File: src/source/cpuControl_params.svh
// Field widths, status flag positions and IRQ synchroniser depth
`ifndef CPU_CONTROL_PARAMS_SVH
`define CPU_CONTROL_PARAMS_SVH

// Instruction fields on OpcodeCondIn
`define CPU_OPCODE_WIDTH 5
`define CPU_CODE_WIDTH 3

// Status register layout
`define CPU_FLAG_WIDTH 4
`define CPU_FLAG_Z 0
`define CPU_FLAG_C 1
`define CPU_FLAG_V 2
`define CPU_FLAG_N 3

// Flip-flops between nIRQ and the request
`define CPU_IRQ_STAGES 2

`endif

File: src/source/cpuControlPkg.sv
// State, sub-cycle, opcode, branch code and datapath select types
`include "cpuControl_params.svh"

package cpuControlPkg;

	// Major states of the sequencer
	typedef enum logic [1:0] {
		fetch,
		execute,
		interrupt
	} state_t;

	// Bus sub-cycles, cycle4 is the execute slot
	typedef enum logic [2:0] {
		cycle0,
		cycle1,
		cycle2,
		cycle3,
		cycle4
	} busCycle_t;

	typedef enum logic [`CPU_OPCODE_WIDTH-1:0] {
		ADD, ADDI, ADDIB, ADC, ADCI,
		SUB, SUBI, SUBIB, SUC, SUCI,
		CMP, CMPI, AND, OR, XOR,
		NOT, NAND, NOR, LSL, LSR,
		ASR, NEG, LUI, LLI, LDW,
		STW, BRANCH, INTERRUPT
	} opcode_t;

	// Low code field under BRANCH
	typedef enum logic [`CPU_CODE_WIDTH-1:0] {
		BR, BNE, BE, BLT, BGE, BWL, JMP
	} branch_t;

	// Low code field under INTERRUPT
	typedef enum logic [`CPU_CODE_WIDTH-1:0] {
		IntOn = 3'd1,
		IntOff = 3'd2
	} intCode_t;

	typedef enum logic [1:0] {Pc1, PcAluOut, PcInt} pcSelect_t;
	typedef enum logic {Op1Rd1, Op1Pc} op1Select_t;
	typedef enum logic [1:0] {Op2Imm, Op2Rd2, Op2Zero} op2Select_t;
	typedef enum logic {ImmLong, ImmShort} immSelect_t;
	typedef enum logic [1:0] {Rs1Ra, Rs1Rd, Rs1Seven} rs1Select_t;
	typedef enum logic {RwRd, RwSeven} rwSelect_t;
	typedef enum logic {WdAlu, WdSys} wdSelect_t;
	// Forces the ALU into subtract or add for stack pointer moves
	typedef enum logic [1:0] {NoOr, SubOr, AddOr} aluOrSelect_t;

endpackage

File: src/source/busCycleCounter.sv
// Bus sub-cycle counter with nWait stall and start-cycle load
module busCycleCounter (
	input  logic Clock,
	input  logic nReset,
	input  logic nWait,
	input  logic Load,
	input  cpuControlPkg::busCycle_t LoadCycle,
	output cpuControlPkg::busCycle_t Cycle
);

	import cpuControlPkg::*;

	always_ff @(posedge Clock or negedge nReset) begin
		if (!nReset) begin
			Cycle <= cycle0;
		end else if (Load) begin
			Cycle <= LoadCycle;
		end else begin
			case (Cycle)
				cycle0:
					Cycle <= cycle1;
				cycle1:
					Cycle <= cycle2;
				// Data setup, held while memory is slow
				cycle2:
					if (nWait)
						Cycle <= cycle3;
				// cycle3 and cycle4 only leave by a load
				default:
					Cycle <= Cycle;
			endcase
		end
	end

endmodule

File: src/source/controlDecode.sv
// Decoder from state, sub-cycle and instruction to strobes and selects
`include "cpuControl_params.svh"

module controlDecode (
	input  cpuControlPkg::state_t State,
	input  cpuControlPkg::busCycle_t Cycle,
	input  logic [`CPU_OPCODE_WIDTH+`CPU_CODE_WIDTH-1:0] OpcodeCondIn,
	input  logic BranchTaken,
	input  logic nWait,
	output logic ALE,
	output logic AluEn,
	output logic AluWe,
	output cpuControlPkg::aluOrSelect_t AluOR,
	output logic ENB,
	output cpuControlPkg::immSelect_t ImmSel,
	output logic IrWe,
	output logic LrWe,
	output logic MemEn,
	output logic nME,
	output logic nOE,
	output logic nWE,
	output cpuControlPkg::op1Select_t Op1Sel,
	output cpuControlPkg::op2Select_t Op2Sel,
	output logic PcEn,
	output cpuControlPkg::pcSelect_t PcSel,
	output logic PcWe,
	output logic RegWe,
	output cpuControlPkg::rs1Select_t Rs1Sel,
	output cpuControlPkg::rwSelect_t RwSel,
	output cpuControlPkg::wdSelect_t WdSel,
	output logic StatusRegWe,
	output logic IntEnable,
	output logic IntDisable
);

	import cpuControlPkg::*;

	opcode_t opcode;
	branch_t branchCode;
	intCode_t intCode;
	logic aluOp;

	assign opcode = opcode_t'(OpcodeCondIn[`CPU_OPCODE_WIDTH+`CPU_CODE_WIDTH-1:`CPU_CODE_WIDTH]);
	assign branchCode = branch_t'(OpcodeCondIn[`CPU_CODE_WIDTH-1:0]);
	assign intCode = intCode_t'(OpcodeCondIn[`CPU_CODE_WIDTH-1:0]);

	always_comb begin
		// Idle bus, nothing written
		ALE = 1'b0;
		AluEn = 1'b0;
		AluWe = 1'b0;
		AluOR = NoOr;
		ENB = 1'b0;
		ImmSel = ImmLong;
		IrWe = 1'b0;
		LrWe = 1'b0;
		MemEn = 1'b0;
		nME = 1'b1;
		nOE = 1'b1;
		nWE = 1'b1;
		Op1Sel = Op1Rd1;
		Op2Sel = Op2Imm;
		PcEn = 1'b0;
		PcSel = Pc1;
		PcWe = 1'b0;
		RegWe = 1'b0;
		Rs1Sel = Rs1Ra;
		RwSel = RwRd;
		WdSel = WdAlu;
		StatusRegWe = 1'b0;
		IntEnable = 1'b0;
		IntDisable = 1'b0;
		aluOp = 1'b0;
		case (State)
			fetch:
				case (Cycle)
					cycle0: begin
						ALE = 1'b1;
						PcEn = 1'b1;
					end
					cycle1: begin
						nME = 1'b0;
						PcEn = 1'b1;
					end
					// Instruction latched once the memory is ready
					cycle2: begin
						nME = 1'b0;
						nOE = 1'b0;
						MemEn = 1'b1;
						ENB = 1'b1;
						IrWe = nWait;
					end
					cycle3:
						PcEn = 1'b1;
					default: ;
				endcase
			execute:
				case (Cycle)
					cycle4:
						case (opcode)
							ADD, ADC, SUB, CMP, AND, OR, XOR, NAND, NOR: begin
								Op2Sel = Op2Rd2;
								aluOp = 1'b1;
							end
							ADDI, ADCI, SUBI, CMPI, LSL, LSR, ASR: begin
								ImmSel = ImmShort;
								aluOp = 1'b1;
							end
							// Byte immediates work on Rd in place
							ADDIB, SUBIB: begin
								Rs1Sel = Rs1Rd;
								aluOp = 1'b1;
							end
							SUC, SUCI, NOT, NEG:
								aluOp = 1'b1;
							LUI, LLI: begin
								Rs1Sel = Rs1Rd;
								AluEn = 1'b1;
								RegWe = 1'b1;
								PcWe = 1'b1;
							end
							// Address add before the bus cycle
							LDW, STW: begin
								ImmSel = ImmShort;
								AluEn = 1'b1;
								AluWe = 1'b1;
							end
							BRANCH:
								if (branchCode == JMP) begin
									ImmSel = ImmShort;
									AluEn = 1'b1;
									PcWe = 1'b1;
									PcSel = BranchTaken ? PcAluOut : Pc1;
								end else if (branchCode <= BWL) begin
									Op1Sel = Op1Pc;
									AluEn = 1'b1;
									PcWe = 1'b1;
									PcSel = BranchTaken ? PcAluOut : Pc1;
									LrWe = BranchTaken && (branchCode == BWL);
								end
							INTERRUPT:
								if (intCode == IntOn || intCode == IntOff) begin
									PcEn = 1'b1;
									PcWe = 1'b1;
									IntEnable = (intCode == IntOn);
									IntDisable = (intCode == IntOff);
								end
							default: ;
						endcase
					cycle0: begin
						ALE = 1'b1;
						ImmSel = ImmShort;
						AluEn = 1'b1;
					end
					// Pass Rd through the ALU for the data phase
					cycle1: begin
						nME = 1'b0;
						Op2Sel = Op2Zero;
						Rs1Sel = Rs1Rd;
						AluEn = 1'b1;
						AluWe = 1'b1;
					end
					cycle2: begin
						nME = 1'b0;
						PcWe = nWait;
						if (opcode == LDW) begin
							nOE = 1'b0;
							MemEn = 1'b1;
							ENB = 1'b1;
							WdSel = WdSys;
							RegWe = 1'b1;
						end else begin
							AluEn = 1'b1;
							Op2Sel = Op2Zero;
						end
					end
					cycle3:
						if (opcode == STW) begin
							nWE = 1'b0;
							AluEn = 1'b1;
							Op2Sel = Op2Zero;
						end else begin
							PcEn = 1'b1;
						end
					default: ;
				endcase
			interrupt:
				case (Cycle)
					// Drop the stack pointer by one word
					cycle4: begin
						IntDisable = 1'b1;
						Rs1Sel = Rs1Seven;
						AluOR = SubOr;
						Op2Sel = Op2Zero;
						AluEn = 1'b1;
						AluWe = 1'b1;
						RegWe = 1'b1;
						RwSel = RwSeven;
					end
					cycle0: begin
						ALE = 1'b1;
						Rs1Sel = Rs1Seven;
						AluOR = SubOr;
						Op2Sel = Op2Zero;
						AluEn = 1'b1;
					end
					cycle1: begin
						nME = 1'b0;
						Op2Sel = Op2Zero;
						AluEn = 1'b1;
					end
					// PC goes out on the bus for the push
					cycle2: begin
						nME = 1'b0;
						nWE = 1'b0;
						PcEn = 1'b1;
					end
					cycle3: begin
						PcEn = 1'b1;
						PcWe = 1'b1;
						PcSel = PcInt;
					end
					default: ;
				endcase
			default: ;
		endcase
		// Shared by every ALU opcode, compares keep the register file
		if (aluOp) begin
			PcEn = 1'b1;
			PcWe = 1'b1;
			StatusRegWe = 1'b1;
			RegWe = (opcode != CMP) && (opcode != CMPI);
		end
	end

endmodule

File: src/source/controlSequencer.sv
// Major-state FSM choosing fetch, execute or interrupt entry
module controlSequencer (
	input  logic Clock,
	input  logic nReset,
	input  cpuControlPkg::busCycle_t Cycle,
	input  cpuControlPkg::opcode_t Opcode,
	input  logic IntReq,
	output cpuControlPkg::state_t State,
	output logic Load,
	output cpuControlPkg::busCycle_t LoadCycle
);

	import cpuControlPkg::*;

	state_t nextState;
	state_t endState;
	busCycle_t endCycle;

	// Where an instruction goes when it finishes
	assign endState = IntReq ? interrupt : fetch;
	assign endCycle = IntReq ? cycle4 : cycle0;

	always_comb begin
		Load = 1'b0;
		LoadCycle = cycle0;
		nextState = State;
		case (State)
			fetch:
				if (Cycle == cycle3) begin
					Load = 1'b1;
					LoadCycle = cycle4;
					nextState = execute;
				end
			execute:
				if (Cycle == cycle4) begin
					Load = 1'b1;
					// Memory ops continue with a bus cycle
					if (Opcode == LDW || Opcode == STW) begin
						LoadCycle = cycle0;
					end else begin
						LoadCycle = endCycle;
						nextState = endState;
					end
				end else if (Cycle == cycle3) begin
					Load = 1'b1;
					LoadCycle = endCycle;
					nextState = endState;
				end
			interrupt:
				case (Cycle)
					cycle4: begin
						Load = 1'b1;
						LoadCycle = cycle0;
					end
					// Push does not wait on nWait
					cycle2: begin
						Load = 1'b1;
						LoadCycle = cycle3;
					end
					cycle3: begin
						Load = 1'b1;
						LoadCycle = cycle0;
						nextState = fetch;
					end
					default: ;
				endcase
			default: begin
				Load = 1'b1;
				nextState = fetch;
			end
		endcase
	end

	always_ff @(posedge Clock or negedge nReset) begin
		if (!nReset)
			State <= fetch;
		else if (Load)
			State <= nextState;
	end

endmodule

File: src/source/cpuControl.sv
// Control unit top level joining synchroniser, flags, counter, FSM and decoder
`include "cpuControl_params.svh"

module cpuControl (
	input  logic Clock,
	input  logic nReset,
	input  logic nIRQ,
	input  logic nWait,
	input  logic [`CPU_FLAG_WIDTH-1:0] Flags,
	input  logic [`CPU_OPCODE_WIDTH+`CPU_CODE_WIDTH-1:0] OpcodeCondIn,
	output logic ALE,
	output logic AluEn,
	output logic AluWe,
	output cpuControlPkg::aluOrSelect_t AluOR,
	output logic ENB,
	output cpuControlPkg::immSelect_t ImmSel,
	output logic IrWe,
	output logic LrWe,
	output logic MemEn,
	output logic nME,
	output logic nOE,
	output logic nWE,
	output cpuControlPkg::op1Select_t Op1Sel,
	output cpuControlPkg::op2Select_t Op2Sel,
	output logic PcEn,
	output cpuControlPkg::pcSelect_t PcSel,
	output logic PcWe,
	output logic RegWe,
	output cpuControlPkg::rs1Select_t Rs1Sel,
	output cpuControlPkg::rwSelect_t RwSel,
	output cpuControlPkg::wdSelect_t WdSel,
	output logic StatusRegWe,
	output logic [`CPU_FLAG_WIDTH-1:0] StatusReg,
	output logic CFlag
);

	import cpuControlPkg::*;

	logic intReq;
	logic intEnable;
	logic intDisable;
	logic branchTaken;
	logic load;
	state_t state;
	busCycle_t cycle;
	busCycle_t loadCycle;
	opcode_t opcode;
	branch_t branchCode;

	// Instruction fields seen by the FSM and the flag logic
	assign opcode = opcode_t'(OpcodeCondIn[`CPU_OPCODE_WIDTH+`CPU_CODE_WIDTH-1:`CPU_CODE_WIDTH]);
	assign branchCode = branch_t'(OpcodeCondIn[`CPU_CODE_WIDTH-1:0]);

	irqSync u_irqSync (
		.Clock(Clock), .nReset(nReset), .nIRQ(nIRQ),
		.IntEnable(intEnable), .IntDisable(intDisable), .IntReq(intReq)
	);

	statusFlags u_statusFlags (
		.Clock(Clock), .nReset(nReset), .Flags(Flags), .StatusRegWe(StatusRegWe),
		.BranchCode(branchCode), .StatusReg(StatusReg), .CFlag(CFlag),
		.BranchTaken(branchTaken)
	);

	busCycleCounter u_busCycleCounter (
		.Clock(Clock), .nReset(nReset), .nWait(nWait),
		.Load(load), .LoadCycle(loadCycle), .Cycle(cycle)
	);

	controlSequencer u_controlSequencer (
		.Clock(Clock), .nReset(nReset), .Cycle(cycle), .Opcode(opcode),
		.IntReq(intReq), .State(state), .Load(load), .LoadCycle(loadCycle)
	);

	controlDecode u_controlDecode (
		.State(state), .Cycle(cycle), .OpcodeCondIn(OpcodeCondIn),
		.BranchTaken(branchTaken), .nWait(nWait),
		.ALE(ALE), .AluEn(AluEn), .AluWe(AluWe), .AluOR(AluOR), .ENB(ENB),
		.ImmSel(ImmSel), .IrWe(IrWe), .LrWe(LrWe), .MemEn(MemEn),
		.nME(nME), .nOE(nOE), .nWE(nWE), .Op1Sel(Op1Sel), .Op2Sel(Op2Sel),
		.PcEn(PcEn), .PcSel(PcSel), .PcWe(PcWe), .RegWe(RegWe),
		.Rs1Sel(Rs1Sel), .RwSel(RwSel), .WdSel(WdSel),
		.StatusRegWe(StatusRegWe), .IntEnable(intEnable), .IntDisable(intDisable)
	);

endmodule

File: src/source/irqSync.sv
// nIRQ synchroniser and interrupt-enable flag
`include "cpuControl_params.svh"

module irqSync (
	input  logic Clock,
	input  logic nReset,
	input  logic nIRQ,
	input  logic IntEnable,
	input  logic IntDisable,
	output logic IntReq
);

	logic [`CPU_IRQ_STAGES-1:0] irqStages;
	logic intStatus;

	// Shift the inverted request towards the top stage
	always_ff @(posedge Clock or negedge nReset) begin
		if (!nReset) begin
			irqStages <= '0;
			intStatus <= 1'b0;
		end else begin
			irqStages <= {irqStages[`CPU_IRQ_STAGES-2:0], ~nIRQ};
			// Disable has priority
			if (IntDisable)
				intStatus <= 1'b0;
			else if (IntEnable)
				intStatus <= 1'b1;
		end
	end

	assign IntReq = irqStages[`CPU_IRQ_STAGES-1] & intStatus;

endmodule

File: src/source/statusFlags.sv
// Status register, carry output and branch condition check
`include "cpuControl_params.svh"

module statusFlags (
	input  logic Clock,
	input  logic nReset,
	input  logic [`CPU_FLAG_WIDTH-1:0] Flags,
	input  logic StatusRegWe,
	input  cpuControlPkg::branch_t BranchCode,
	output logic [`CPU_FLAG_WIDTH-1:0] StatusReg,
	output logic CFlag,
	output logic BranchTaken
);

	import cpuControlPkg::*;

	always_ff @(posedge Clock or negedge nReset) begin
		if (!nReset)
			StatusReg <= '0;
		else if (StatusRegWe)
			StatusReg <= Flags;
	end

	assign CFlag = StatusReg[`CPU_FLAG_C];

	always_comb begin
		case (BranchCode)
			BNE:
				BranchTaken = ~StatusReg[`CPU_FLAG_Z];
			BE:
				BranchTaken = StatusReg[`CPU_FLAG_Z];
			// Signed compare from N and V
			BLT:
				BranchTaken = StatusReg[`CPU_FLAG_N] ^ StatusReg[`CPU_FLAG_V];
			BGE:
				BranchTaken = ~(StatusReg[`CPU_FLAG_N] ^ StatusReg[`CPU_FLAG_V]);
			BR, BWL, JMP:
				BranchTaken = 1'b1;
			default:
				BranchTaken = 1'b0;
		endcase
	end

endmodule
File: config.mk
export PLATFORM = sky130hd
export DESIGN_NAME = cpuControl
export DESIGN_NICKNAME = d
export VERILOG_FILES = /design/src/source/cpuControlPkg.sv /design/src/source/busCycleCounter.sv /design/src/source/controlDecode.sv /design/src/source/controlSequencer.sv /design/src/source/cpuControl.sv /design/src/source/irqSync.sv /design/src/source/statusFlags.sv
export VERILOG_INCLUDE_DIRS = /design/src /design/src/source
export SDC_FILE = /design/constraint.sdc
export NUM_CORES = 1
export LEC_CHECK = 0
export ABC_AREA = 1
export BUFFER_PORTS_ARGS = -buffer_cell sky130_fd_sc_hd__buf_2
export CORE_ASPECT_RATIO = 1.75
export CORE_MARGIN = 1
export CORE_UTILIZATION = 40
export CTS_CLUSTER_DIAMETER = 30
export DETAILED_ROUTE_END_ITERATION = 16
export PLACE_DENSITY_LB_ADDON = 0.15
export REMOVE_ABC_BUFFERS = 1
export SETUP_SLACK_MARGIN = 0.05
export SYNTH_ARGS = -nofsm -noshare
export SYNTH_HDL_FRONTEND = slang
export SYNTH_HIERARCHICAL = 1
export SYNTH_SLANG_ARGS = --single-unit
File: constraint.sdc
create_clock -name Clock -period 2.2 [get_ports Clock]
set_input_delay 0.44 -clock Clock [delete_from_list [all_inputs] [get_ports Clock]]
set_output_delay 0.44 -clock Clock [all_outputs]
set_load 0.005 [all_outputs]
Word level (Yosys, flattened, before mapping)
Cells that the tools add are included.
Word-level totals
  word-level logic and storage cells: 198
  flip-flop bits (word level): 12
  output and inout port bits: 31
Operators by class
  multiplexer cells: 113
  magnitude comparators: 1
  reductions and logical operators: 28
  eq/ne operators: 46
  bitwise operators: 5
Operator list (number)
  2-to-1 mux 1 bit: 61
  == test 5 bit (second input constant): 12
  == test 5 x 4 -> 1 bit (second input constant): 8
  2-to-1 mux 2 bit: 17
  case mux 1 bit (2 select lines): 15
  OR reduction 22 bit: 1
  2-to-1 mux 3 bit: 7
  == test 5 x 3 -> 1 bit (second input constant): 4
  case mux 3 bit (3 select lines): 2
  OR reduction 9 bit: 2
  case mux 2 bit (2 select lines): 4
  OR reduction 3 bit: 5
  == test 3 x 2 -> 1 bit (second input constant): 4
  == test 3 bit (second input constant): 4
  OR reduction 2 bit: 6
  == test 5 x 2 -> 1 bit (second input constant): 2
  != test 5 x 4 -> 1 bit (second input constant): 2
  case mux 1 bit (3 select lines): 3
  case mux 2 bit (4 select lines): 1
  OR reduction 4 bit: 2
  == test 3 x 1 -> 1 bit (second input constant): 2
  zero test 3 bit: 2
  != test 3 bit (second input constant): 2
  case mux 2 bit (3 select lines): 1
  20 further kinds: 24

Depth between registers and ports, before layout
Gate-level depths: netlist of the first run.
  word-level depth: 9
  mapped depth: 12

Hierarchy
The synthesis of the first run kept the hierarchy.
By module, submodules not included
  controlDecode: cells an instance 178, area each 885.8 µm², instances 1
  statusFlags: cells an instance 29, area each 214.0 µm², instances 1
  controlSequencer: cells an instance 36, area each 200.2 µm², instances 1
  busCycleCounter: cells an instance 25, area each 168.9 µm², instances 1
  irqSync: cells an instance 8, area each 93.8 µm², instances 1

Least setup slack after synthesis of the first run
OpenSTA, ideal clock, no wires.
  kind: reg-to-output
  from: register u_controlSequencer.State[1]
  to: output port AluWe
  data arrival time: 1.470 ns
  required time: 1.760 ns
  path slack: 0.290 ns
  cell stages (with the launch flop): 10
  buffers on the path: 1
  cells stage by stage: dfrtp_1 inv_1 ha_1 buf_2 nand2_1 nor2_4 inv_1 o21ai_0 o21ai_0 a21oi_1
Between the ends
  longest elaborated chain between the ends: 2
  elaborated cells between the ends (all ways): 3
  those cells by class: 2 x eq/ne; 1 x mux
Ends and longest elaborated chain
  from (decl): line controlSequencer.sv:8  | output cpuControlPkg::state_t State,
  from (signal assigned): line controlSequencer.sv:76  | State <= fetch;
  from (signal assigned): line controlSequencer.sv:78  | State <= nextState;
  == test 2 bit / == test 2 x 1 -> 1 bit (equally long branches): line controlDecode.sv:74  | case (State)
  case mux 1 bit (2 select lines) (*): line controlDecode.sv:74
  to (decl): line cpuControl.sv:13  | output logic AluWe,
Mark *: on every way between the ends. The rest lies on a longest branch, timed or not.

Final worst setup path of the first run
  from: register u_busCycleCounter.Cycle[0]
  to: output port RegWe
Between the ends
  longest elaborated chain between the ends: 4
  elaborated cells between the ends (all ways): 8
  those cells by class: 2 x eq/ne; 6 x mux
Ends and longest elaborated chain
  from (decl): line busCycleCounter.sv:8  | output cpuControlPkg::busCycle_t Cycle
  from (signal assigned): line busCycleCounter.sv:15  | Cycle <= cycle0;
  from (signal assigned): line busCycleCounter.sv:17  | Cycle <= LoadCycle;
  from (signal assigned): line busCycleCounter.sv:21  | Cycle <= cycle1;
  == test 3 x 2 -> 1 bit / == test 3 bit (equally long branches): line controlDecode.sv:98, controlDecode.sv:188
  case mux 1 bit (2 select lines), or another cell as far along: line controlDecode.sv:98  | case (Cycle)
  case mux 1 bit (2 select lines) / 2-to-1 mux 1 bit (equally long branches): line controlDecode.sv:74
  2-to-1 mux 1 bit (*): line controlDecode.sv:228  | if (aluOp) begin
  to (decl): line cpuControl.sv:28  | output logic RegWe,
Marks and branches as above.

==> results of run 1 <==
==> sequential cells by signal, indices dropped and copies added, names as in the netlist <==
register                  flops
u_busCycleCounter/Cycle       3
u_irqSync/irqStages           2
u_statusFlags/StatusReg       4
u_irqSync/intStatus           1
u_controlSequencer/State      2
==> what timing repair did <==
action / in CTS / in global routing
gates resized for setup: 9 / 66
buffers inserted: 0 / 8
hold buffers: 0 / 0
endpoints found under the setup margin: 7 / 12
pin swaps: 0 / 16
==> cells by family (layout without fill, tap and decap cells) <==
group / Yosys count / in the layout
AO/OA/AOI/OAI: 29 / 29
adder cells (fa/ha/maj): 4 / 4
buffers and inverters: 58 / 124
flip-flops: 12 / 12
multiplexers: 1 / 1
other: 1 / 1
AND/OR/NAND/NOR: 171 / 171
==> layer usage <==
metal  up-vias  share of wire  track usage
met5         -              0            0
met4         0          0.045       0.1364
met3        18          0.040      0.02174
met2        58           0.55       0.4471
met1       907           0.36       0.2383
li1       1003              -            -
==> power by group <==
group / total (mW) / leakage, nW / internal (mW) / switching (mW)
Sequential: 0.368 / 0.143 / 0.292 / 0.0757
Clock: 0.235 / 0.0288 / 0.158 / 0.0776
Combinational: 1.35 / 1.07 / 0.584 / 0.766
Total: 1.95 / 1.24 / 1.03 / 0.919
==> final cells by class <==
cell class,count,share of cell area
multi-input combinational,206,0.5309
timing repair buffer,70,0.1961
sequential,12,0.1348
inverter,50,0.08802
tap,46,0.02563
clock buffer,4,0.02451
==> stage by stage <==
step                setup TNS, ns  instance area [µm²]  total power [mW]
floorplan                       0                 1498            0.9950
global placement         -0.03178                 1908             1.404
detailed placement      -0.005798                 1908             1.409
CTS                             0                 1987             1.681
global route                    0                 2246             2.120
finish                          0                 2246             1.953
==> how the worst max path moves through the flow <==
stage / from / endpoint / cells past startpoint
6_report: u_busCycleCounter/Cycle[0]$_DFFE_PN0P_ / RegWe / 10
3_3_place_gp: OpcodeCondIn[4] / StatusRegWe / 10
3_5_place_dp: OpcodeCondIn[4] / StatusRegWe / 10
4_1_cts: u_controlSequencer/State[0]$_DFFE_PN0P_ / PcEn / 9
2_1_floorplan: u_controlSequencer/State[1]$_DFFE_PN0P_ / AluWe / 8
5_1_grt: u_busCycleCounter/Cycle[0]$_DFFE_PN0P_ / RegWe / 10
==> cell usage after synthesis (2+ instances only) <==
cell       n  share of area
a21oi_1    9          0.029
buf_4      5          0.024
buf_6      2          0.014
dfrtp_1   12           0.19
ha_1       4          0.032
inv_1     46           0.11
inv_2      3         0.0072
nand2_1   73           0.18
nand2_2    2         0.0080
nand3_1   37           0.12
nand4_1    3          0.012
nor2_1    33          0.079
nor2_2     7          0.028
nor2_4     2          0.014
nor3_1     8          0.026
nor3_2     2          0.013
o211ai_1   2         0.0096
o21ai_0   10          0.032
o21ai_2    2          0.011
==> critical path: cells and delay by family, from the launching register on <==
family                 cells  cell delay, ns
AOI/OAI and AO/OA          2            0.21
buffers and inverters      3            0.26
DFF                        1            0.42
and+or+nand+nor            5            0.51
==> qor.txt, run 1 <==
Remaining Overflow, GRT: 0
Vias: 1,986
RePlAce Congestion: 0.9136
CTS tree: done
Post-synth ARST share: 1.000
I/O pin count: 47
CP max stage delay: 0.42 ns
1st-pass router iterations: 4
Status: completed
Compound-Gate Fraction of Synth Area: 0.1097
Post-synthesis adder-cell area fraction: 0.03203
Hold Vio Cnt, Final: 0
CP max FO: 3
XOR/XNOR Fraction of Synth Area: 0
Largest net degree at the start of global routing: 13
Startpoint Class: register
Worst Path Required: 1.76 ns
Final Non-Filler Cells: 388
Overall Global Routing Usage: 0.2351
Syn Area/Cell: 5.662 µm²
Core area: 3665 µm²
Die X: 49.25 µm
Initial antenna violation count: 0
Commonest cells after routing, fill and taps aside: 63 x nand2_1, 40 x buf_2, 36 x inv_1, 32 x nand3_1, 26 x nor2_1
R2r setup slk: 0.27 ns
Clock slew at reported path FFs: 0.05 ns
Worst Reg-to-Reg Cells: 12
Cell area after synthesis: 1563 µm²
Flip-flop and latch area: 302.8 µm²
Row cnt: 29
Fin nets: 363
H-tree Lvls: 1
Die H: 84.69 µm
Routed Antenna Nets: 0
Sink Count: 12
Area Overhead vs Synth: 43.71%
Simple-Gate Fraction of Synth Area: 0.4940
Final setup viols: 0
Final Slew Violations: 0
Port-buffer cells: 45
Fin util: 0.6128
Cell Pwr Density: 869.5 nW/µm²
Kind of end point of the critical path: output pin
Crit path DAT: 1.65 ns
Fin crit period: 2.091 ns
Syn Inst Count: 276
Largest family of logic cells by synthesized area: simple AND/OR/NAND/NOR gates
Mux cell area share after synthesis: 0.007206
Worst clock skew: 0.0007063 ns
Max-Cap Viols: 0
Total CTS buffers: 3
R2r startpoint: u_busCycleCounter/Cycle[0]$_DFFE_PN0P_
Share of post-route cells with drive strength above 1: 0.4094
Number of synthesized flops with an enable pin: 0
Commonest non-fill, non-tap cell in the layout: nand2_1
Crit Path Category: reg -> out
Initial core utilization: 0.4264
Reg-to-Reg End: u_busCycleCounter/Cycle[1]$_DFFE_PN0P_
First-pass GRT wire length: 7652 µm
Root buffer cell: clkbuf_8
Clock buffer depth: 2
CP max stage cell: dfrtp_1
Area of the multi-input gates: 1192 µm²
Ant diodes: 0
Synth warnings: 6
Class of the tightest hold or removal check: in -> async
Period utilisation layout: 0.9506
Placed cells: 376
Unique cell type count in the Yosys netlist: 33
Worst skew pair latency: 0.24 ns
Max IR drop VDD: 0.6394 mV
Final WL: 4825 µm
Vias in the first global route: 1,870
Seq/Total Area, Yosys: 0.1922
Leak: 1.245 nW
Top cell by count, worst path: nand2_1
Average wire per standard cell: 12.44 µm
Primary FF master, synth: dfrtp_1
CP Cell Sequence: nor2_4, inv_1, nor2_2, nand2_1, inv_1, a21oi_1, a21oi_2, nand2_1, nand2_1, buf_2
Final WS setup: 0.1087 ns
Unrepaired setup endpoints after global routing: true
Residual DRC count: 0
Filler cells: 367
DP Worst Slack: -0.005798 ns
Routed vias/inst: 5.119
#FFs+latches synth: 12
DRT iter0 DRCs: 62
Max Clock Freq: 478.2 MHz
Dpl hpwl: 3758 µm
Hold_ws: 0.05681 ns
Die area: 4171 µm²
Note: power is estimated with default switching activity, not from simulation.
==> run 2: changes to the inputs <==
--- a/config.mk
+++ b/config.mk
@@ -8,7 +8,7 @@
 export LEC_CHECK = 0
 export ABC_AREA = 1
 export BUFFER_PORTS_ARGS = -buffer_cell sky130_fd_sc_hd__buf_2
-export CORE_ASPECT_RATIO = 1.75
+export CORE_ASPECT_RATIO = 1.5
 export CORE_MARGIN = 1
 export CORE_UTILIZATION = 40
 export CTS_CLUSTER_DIAMETER = 30
==> run 2 against run 1 <==
Effect of this change:
- flip-flop and latch count unchanged
- maximum frequency grew 0.19%
- total power decreased by 7.3%
- clock skew up 0.0044 ns
- combinational power is 10% lower
- first-iteration DRC count down 19%
- critical endpoint unchanged
- highest routed layer unchanged
==> qor.txt, run 2 (synthesis results as in run 1) <==
Final WS setup: 0.1126 ns
Status: completed
Final Slew Violations: 0
Max IR drop VDD: 0.6152 mV
Initial antenna violation count: 0
Cell Pwr Density: 850.6 nW/µm²
Final WL: 4643 µm
Commonest cells after routing, fill and taps aside: 68 x nand2_1, 40 x buf_2, 38 x inv_1, 33 x nand3_1, 26 x nor2_1
H-tree Lvls: 1
Initial core utilization: 0.4205
First-pass GRT wire length: 7100 µm
Ant diodes: 0
CTS tree: done
Largest register FFs: 4
Setup_tns: 0 ns
Overall Global Routing Usage: 0.2210
Fin crit period: 2.087 ns
Port-buffer cells: 45
1st-pass router iterations: 4
CP max FO: 6
Clock slew at reported path FFs: 0.05 ns
Leak: 1.190 nW
Dpl hpwl: 3620 µm
Hold Vio Cnt, Final: 0
Crit path DAT: 1.65 ns
Row cnt: 27
Routed Antenna Nets: 0
Worst clock skew: 0.005107 ns
Top register by number of flip-flops: u_statusFlags/StatusReg
Area Overhead vs Synth: 36.19%
Kind of end point of the critical path: output pin
Die H: 78.56 µm
Remaining Overflow, GRT: 0
Commonest non-fill, non-tap cell in the layout: nand2_1
DP Worst Slack: -0.01920 ns
Max-Cap Viols: 0
Worst Path Required: 1.76 ns
Share of post-route cells with drive strength above 1: 0.3554
Placed cell areas: 1859 µm²
Unrepaired setup endpoints after global routing: true
Startpoint Class: input pin
Class of the tightest hold or removal check: in -> async
Period utilisation layout: 0.9488
Final setup viols: 0
Core area: 3716 µm²
Die area: 4166 µm²
Residual DRC count: 0
Routed vias/inst: 5.064
Vias in the first global route: 1,709
Design Area, Final: 2128 µm²
Largest net degree at the start of global routing: 13
Root buffer cell: clkbuf_8
Die X: 53.04 µm
Average wire per standard cell: 12.38 µm
Worst skew pair latency: 0.23 ns
Fin nets: 353
Total CTS buffers: 3
Fin util: 0.5727
DRT iter0 DRCs: 50
Max Clock Freq: 479.1 MHz
Clock buffer depth: 2
Crit Path Category: in -> out
RePlAce Congestion: 0.9254
Largest registers: u_statusFlags/StatusReg: 4 flops, u_busCycleCounter/Cycle: 3 flops
Vias: 1,899
I/O pin count: 47
Sink Count: 12
## run 2: changes by cell type in the layout (fill, tap and decap cells not counted), sizes merged
cell and delta:
buf -10
## run 2: layer usage
layer | GRT usage | wire, µm | up-vias
met2 | 0.4304 | 2559 | 50
li1 | - | - | 984
met3 | 0.01163 | 144 | 8
met4 | 0.04211 | 61 | 0
met1 | 0.2509 | 1877 | 857
met5 | 0 | 0 | -
## run 2: worst paths after layout
path	from	endpoint	slack, ns	cells past startpoint
hold / removal	nReset	u_statusFlags/StatusReg[1]$_DFFE_PN0P_	0.07	1
max in group asynchronous	nReset	u_controlSequencer/State[0]$_DFFE_PN0P_	1.89	1
hold reg to reg	u_irqSync/irqStages[0]$_DFF_PN0_	u_irqSync/irqStages[1]$_DFF_PN0_	0.34	0
min in group Clock	nIRQ	u_irqSync/irqStages[0]$_DFF_PN0_	0.34	2
setup / recovery	OpcodeCondIn[5]	RegWe	0.11	11
setup reg to reg	u_busCycleCounter/Cycle[0]$_DFFE_PN0P_	u_busCycleCounter/Cycle[1]$_DFFE_PN0P_	0.33	11
## run 2: repair_timing
action | CTS | global route
hold buffers | 0 | 0
endpoints found under the setup margin | 7 | 13
buffers inserted | 0 | 4
pin swaps | 0 | 9
gates resized for setup | 6 | 57
## run 2: report_power, final
group | switching, mW | internal, mW | total, mW
Clock | 0.0737 | 0.157 | 0.231
Sequential | 0.0786 | 0.294 | 0.372
Combinational | 0.696 | 0.511 | 1.21
## run 2: stage by stage
stage	total power, mW	hold WS [ns]	cells
after floorplan	0.9950	0.1444	268
after global placement	1.394	0.3228	367
after detailed placement	1.392	0.3303	367
after CTS	1.658	0.07928	371
after global routing	1.990	0.09177	375
final	1.810	0.07246	375
## run 2: area by class of cell
type / instances / area, µm²
Multi-Input combinational cell: 206 / 1149
Timing Repair Buffer: 60 / 369.1
Fill cell: 399 / 1588
Tap cell: 43 / 53.80
Clock buffer: 4 / 55.05
Inverter: 50 / 197.7
Sequential cell: 12 / 304.0
## run 2: worst max-delay path: stages
cell and delay [ns]:
buf_4 0.15, inv_2 0.10, nor2_2 0.08, nand3_1 0.09, nand2_1 0.09, nor2_4 0.13
nand2_2 0.08, o21ai_4 0.23, nand2_1 0.08, nand2_1 0.07, buf_2 0.10
==> run 3: changes to the inputs <==
--- a/config.mk
+++ b/config.mk
@@ -20,3 +20,4 @@
 export SYNTH_HDL_FRONTEND = slang
 export SYNTH_HIERARCHICAL = 1
 export SYNTH_SLANG_ARGS = --single-unit
+export TNS_END_PERCENT = 10
==> constraint.sdc (replaced) <==
create_clock -name Clock -period 2.5 [get_ports Clock]
set_input_delay 0.5 -clock Clock [delete_from_list [all_inputs] [get_ports Clock]]
set_output_delay 0.5 -clock Clock [all_outputs]
set_load 0.005 [all_outputs]
==> run 3 against run 2 <==
Effect of this change:
- global-route usage fell by 0.51 points
- core utilization fell by 7.2 points
- critical endpoint is now PcSel[0]
- via count fell by 3.9%
- routed wire length fell by 8.1%
==> qor.txt, run 3 (synthesis results as in run 1) <==
Unrepaired setup endpoints after global routing: true
Residual DRC count: 0
Routed Antenna Nets: 0
Hold Vio Cnt, Final: 0
Final WS setup: 0.1257 ns
Share of post-route cells with drive strength above 1: 0.2430
Average wire per standard cell: 11.72 µm
Flip-flop and latch area: 301.5 µm²
I/O pin count: 47
Filler cells: 443
DRT iter0 DRCs: 40
Port-buffer cells: 45
Top cell by count, worst path: inv_1
Worst Path Required: 2.00 ns
H-tree Lvls: 1
CP max stage delay: 0.42 ns
R2r setup slk: 0.74 ns
Clock slew at reported path FFs: 0.05 ns
Worst clock skew: 0.0009953 ns
Largest registers: u_statusFlags/StatusReg: 4 flops, u_busCycleCounter/Cycle: 3 flops
Initial core utilization: 0.4205
Period utilisation layout: 0.9497
Top register by number of flip-flops: u_statusFlags/StatusReg
Startpoint Class: register
CP max stage cell: dfrtp_2
Initial antenna violation count: 0
Routed vias/inst: 5.011
Commonest non-fill, non-tap cell in the layout: nand2_1
Worst skew pair latency: 0.23 ns
Setup_tns: 0 ns
Fin crit period: 2.374 ns
Largest net degree at the start of global routing: 13
Sink Count: 12
Remaining Overflow, GRT: 0
Worst Reg-to-Reg Cells: 10
Reg-to-Reg End: u_busCycleCounter/Cycle[1]$_DFFE_PN0P_
Status: completed
Final Slew Violations: 0
Die area: 4166 µm²
Postcts setup bufs: 0
Largest register FFs: 4
Overall Global Routing Usage: 0.2159
Crit path buffers/inverters: 3
Max Clock Freq: 421.2 MHz
Clock buffer depth: 2
Die X: 53.04 µm
Root buffer cell: clkbuf_8
Ant diodes: 0
Crit Path Category: reg -> out
Crit path max-delay family: simple AND/OR/NAND/NOR gates
Total CTS buffers: 3
Area Overhead vs Synth: 18.97%
CP Launch Point: u_controlSequencer/State[0]$_DFFE_PN0P_
RePlAce Congestion: 0.8734
Cell Pwr Density: 733.5 nW/µm²
Crit path DAT: 1.87 ns
First-pass GRT wire length: 6886 µm
Area of the multi-input gates: 1011 µm²
Core area: 3716 µm²
DP Worst Slack: 0.1718 ns
Vias in the first global route: 1,619
Vias: 1,824
CTS tree: done
Kind of end point of the critical path: output pin
Class of the tightest hold or removal check: in -> async
Row cnt: 27
Dpl hpwl: 3588 µm
Max IR drop VDD: 0.5579 mV
Die H: 78.56 µm
CP max FO: 7
Final WL: 4265 µm
Max-Cap Viols: 0
Commonest cells after routing, fill and taps aside: 73 x nand2_1, 45 x buf_2, 45 x inv_1, 37 x nand3_1, 32 x nor2_1
Final setup viols: 0
CP Cell Sequence: inv_1, ha_1, nand2_1, nor2_1, inv_1, nor3_1, buf_2
Fin nets: 343
R2r startpoint: u_busCycleCounter/Cycle[2]$_DFFE_PN0P_
1st-pass router iterations: 6
Leak: 1.116 nW
run 3: cell count changes in the layout (fill, tap and decap cells not counted), sizes merged:
cell / change
buf: -9
clkbuf: -2
clkinv: +1
inv: -1
run 3: area by class of cell:
type | count | share of cell area
tap | 43 | 0.02894
timing repair buffer | 50 | 0.1413
multi-input combinational | 206 | 0.5437
sequential | 12 | 0.1622
clock buffer | 3 | 0.02221
inverter | 50 | 0.1016
run 3: per-stage QoR:
step                power (mW)  instances    util  cell area [µm²]  hold WS, ns
floorplan               0.8756        268       -             1498       0.2044
global placement         1.197        361  0.4882             1814       0.3329
detailed placement       1.195        361  0.4882             1814       0.3420
CTS                      1.367        364  0.4997             1857       0.1367
global route             1.532        364  0.5003             1859       0.1403
finish                   1.364        364  0.5003             1859       0.1291
run 3: worst max path at each step:
stage	cells after the start	end	slack, ns
after global routing	7	PcSel[0]	0.02
after global placement	10	StatusRegWe	0.17
after floorplan	8	AluWe	0.52
after CTS	10	RegWe	0.10
final	7	PcSel[0]	0.13
after detailed placement	10	StatusRegWe	0.17
run 3: repair_timing:
item | CTS | global route
hold buffers | 0 | 0
endpoints found under the setup margin | 1 | 6
hold endpoints to repair | 0 | 0
gates resized for setup | 1 | 2
run 3: worst register-to-register path: cells and delay by family (launching register included):
family | cells | cell delay [ns]
simple gates | 7 | 0.97
flops | 1 | 0.38
buf+inv | 3 | 0.32
run 3: metal layers:
metal	GRT usage	wire, µm	vias to the layer above
met3	0.01163	115	10
met4	0.07632	110	0
met2	0.4000	2277	45
met5	0	0	-
li1	-	-	961
met1	0.2479	1760	808
run 3: report_power, final:
group / total (mW) / switching [mW] / internal, mW / leakage, nW
Sequential: 0.304 / 0.0485 / 0.256 / 0.144
Combinational: 0.898 / 0.563 / 0.335 / 0.950
Clock: 0.162 / 0.0573 / 0.105 / 0.0216
Total: 1.36 / 0.668 / 0.695 / 1.12
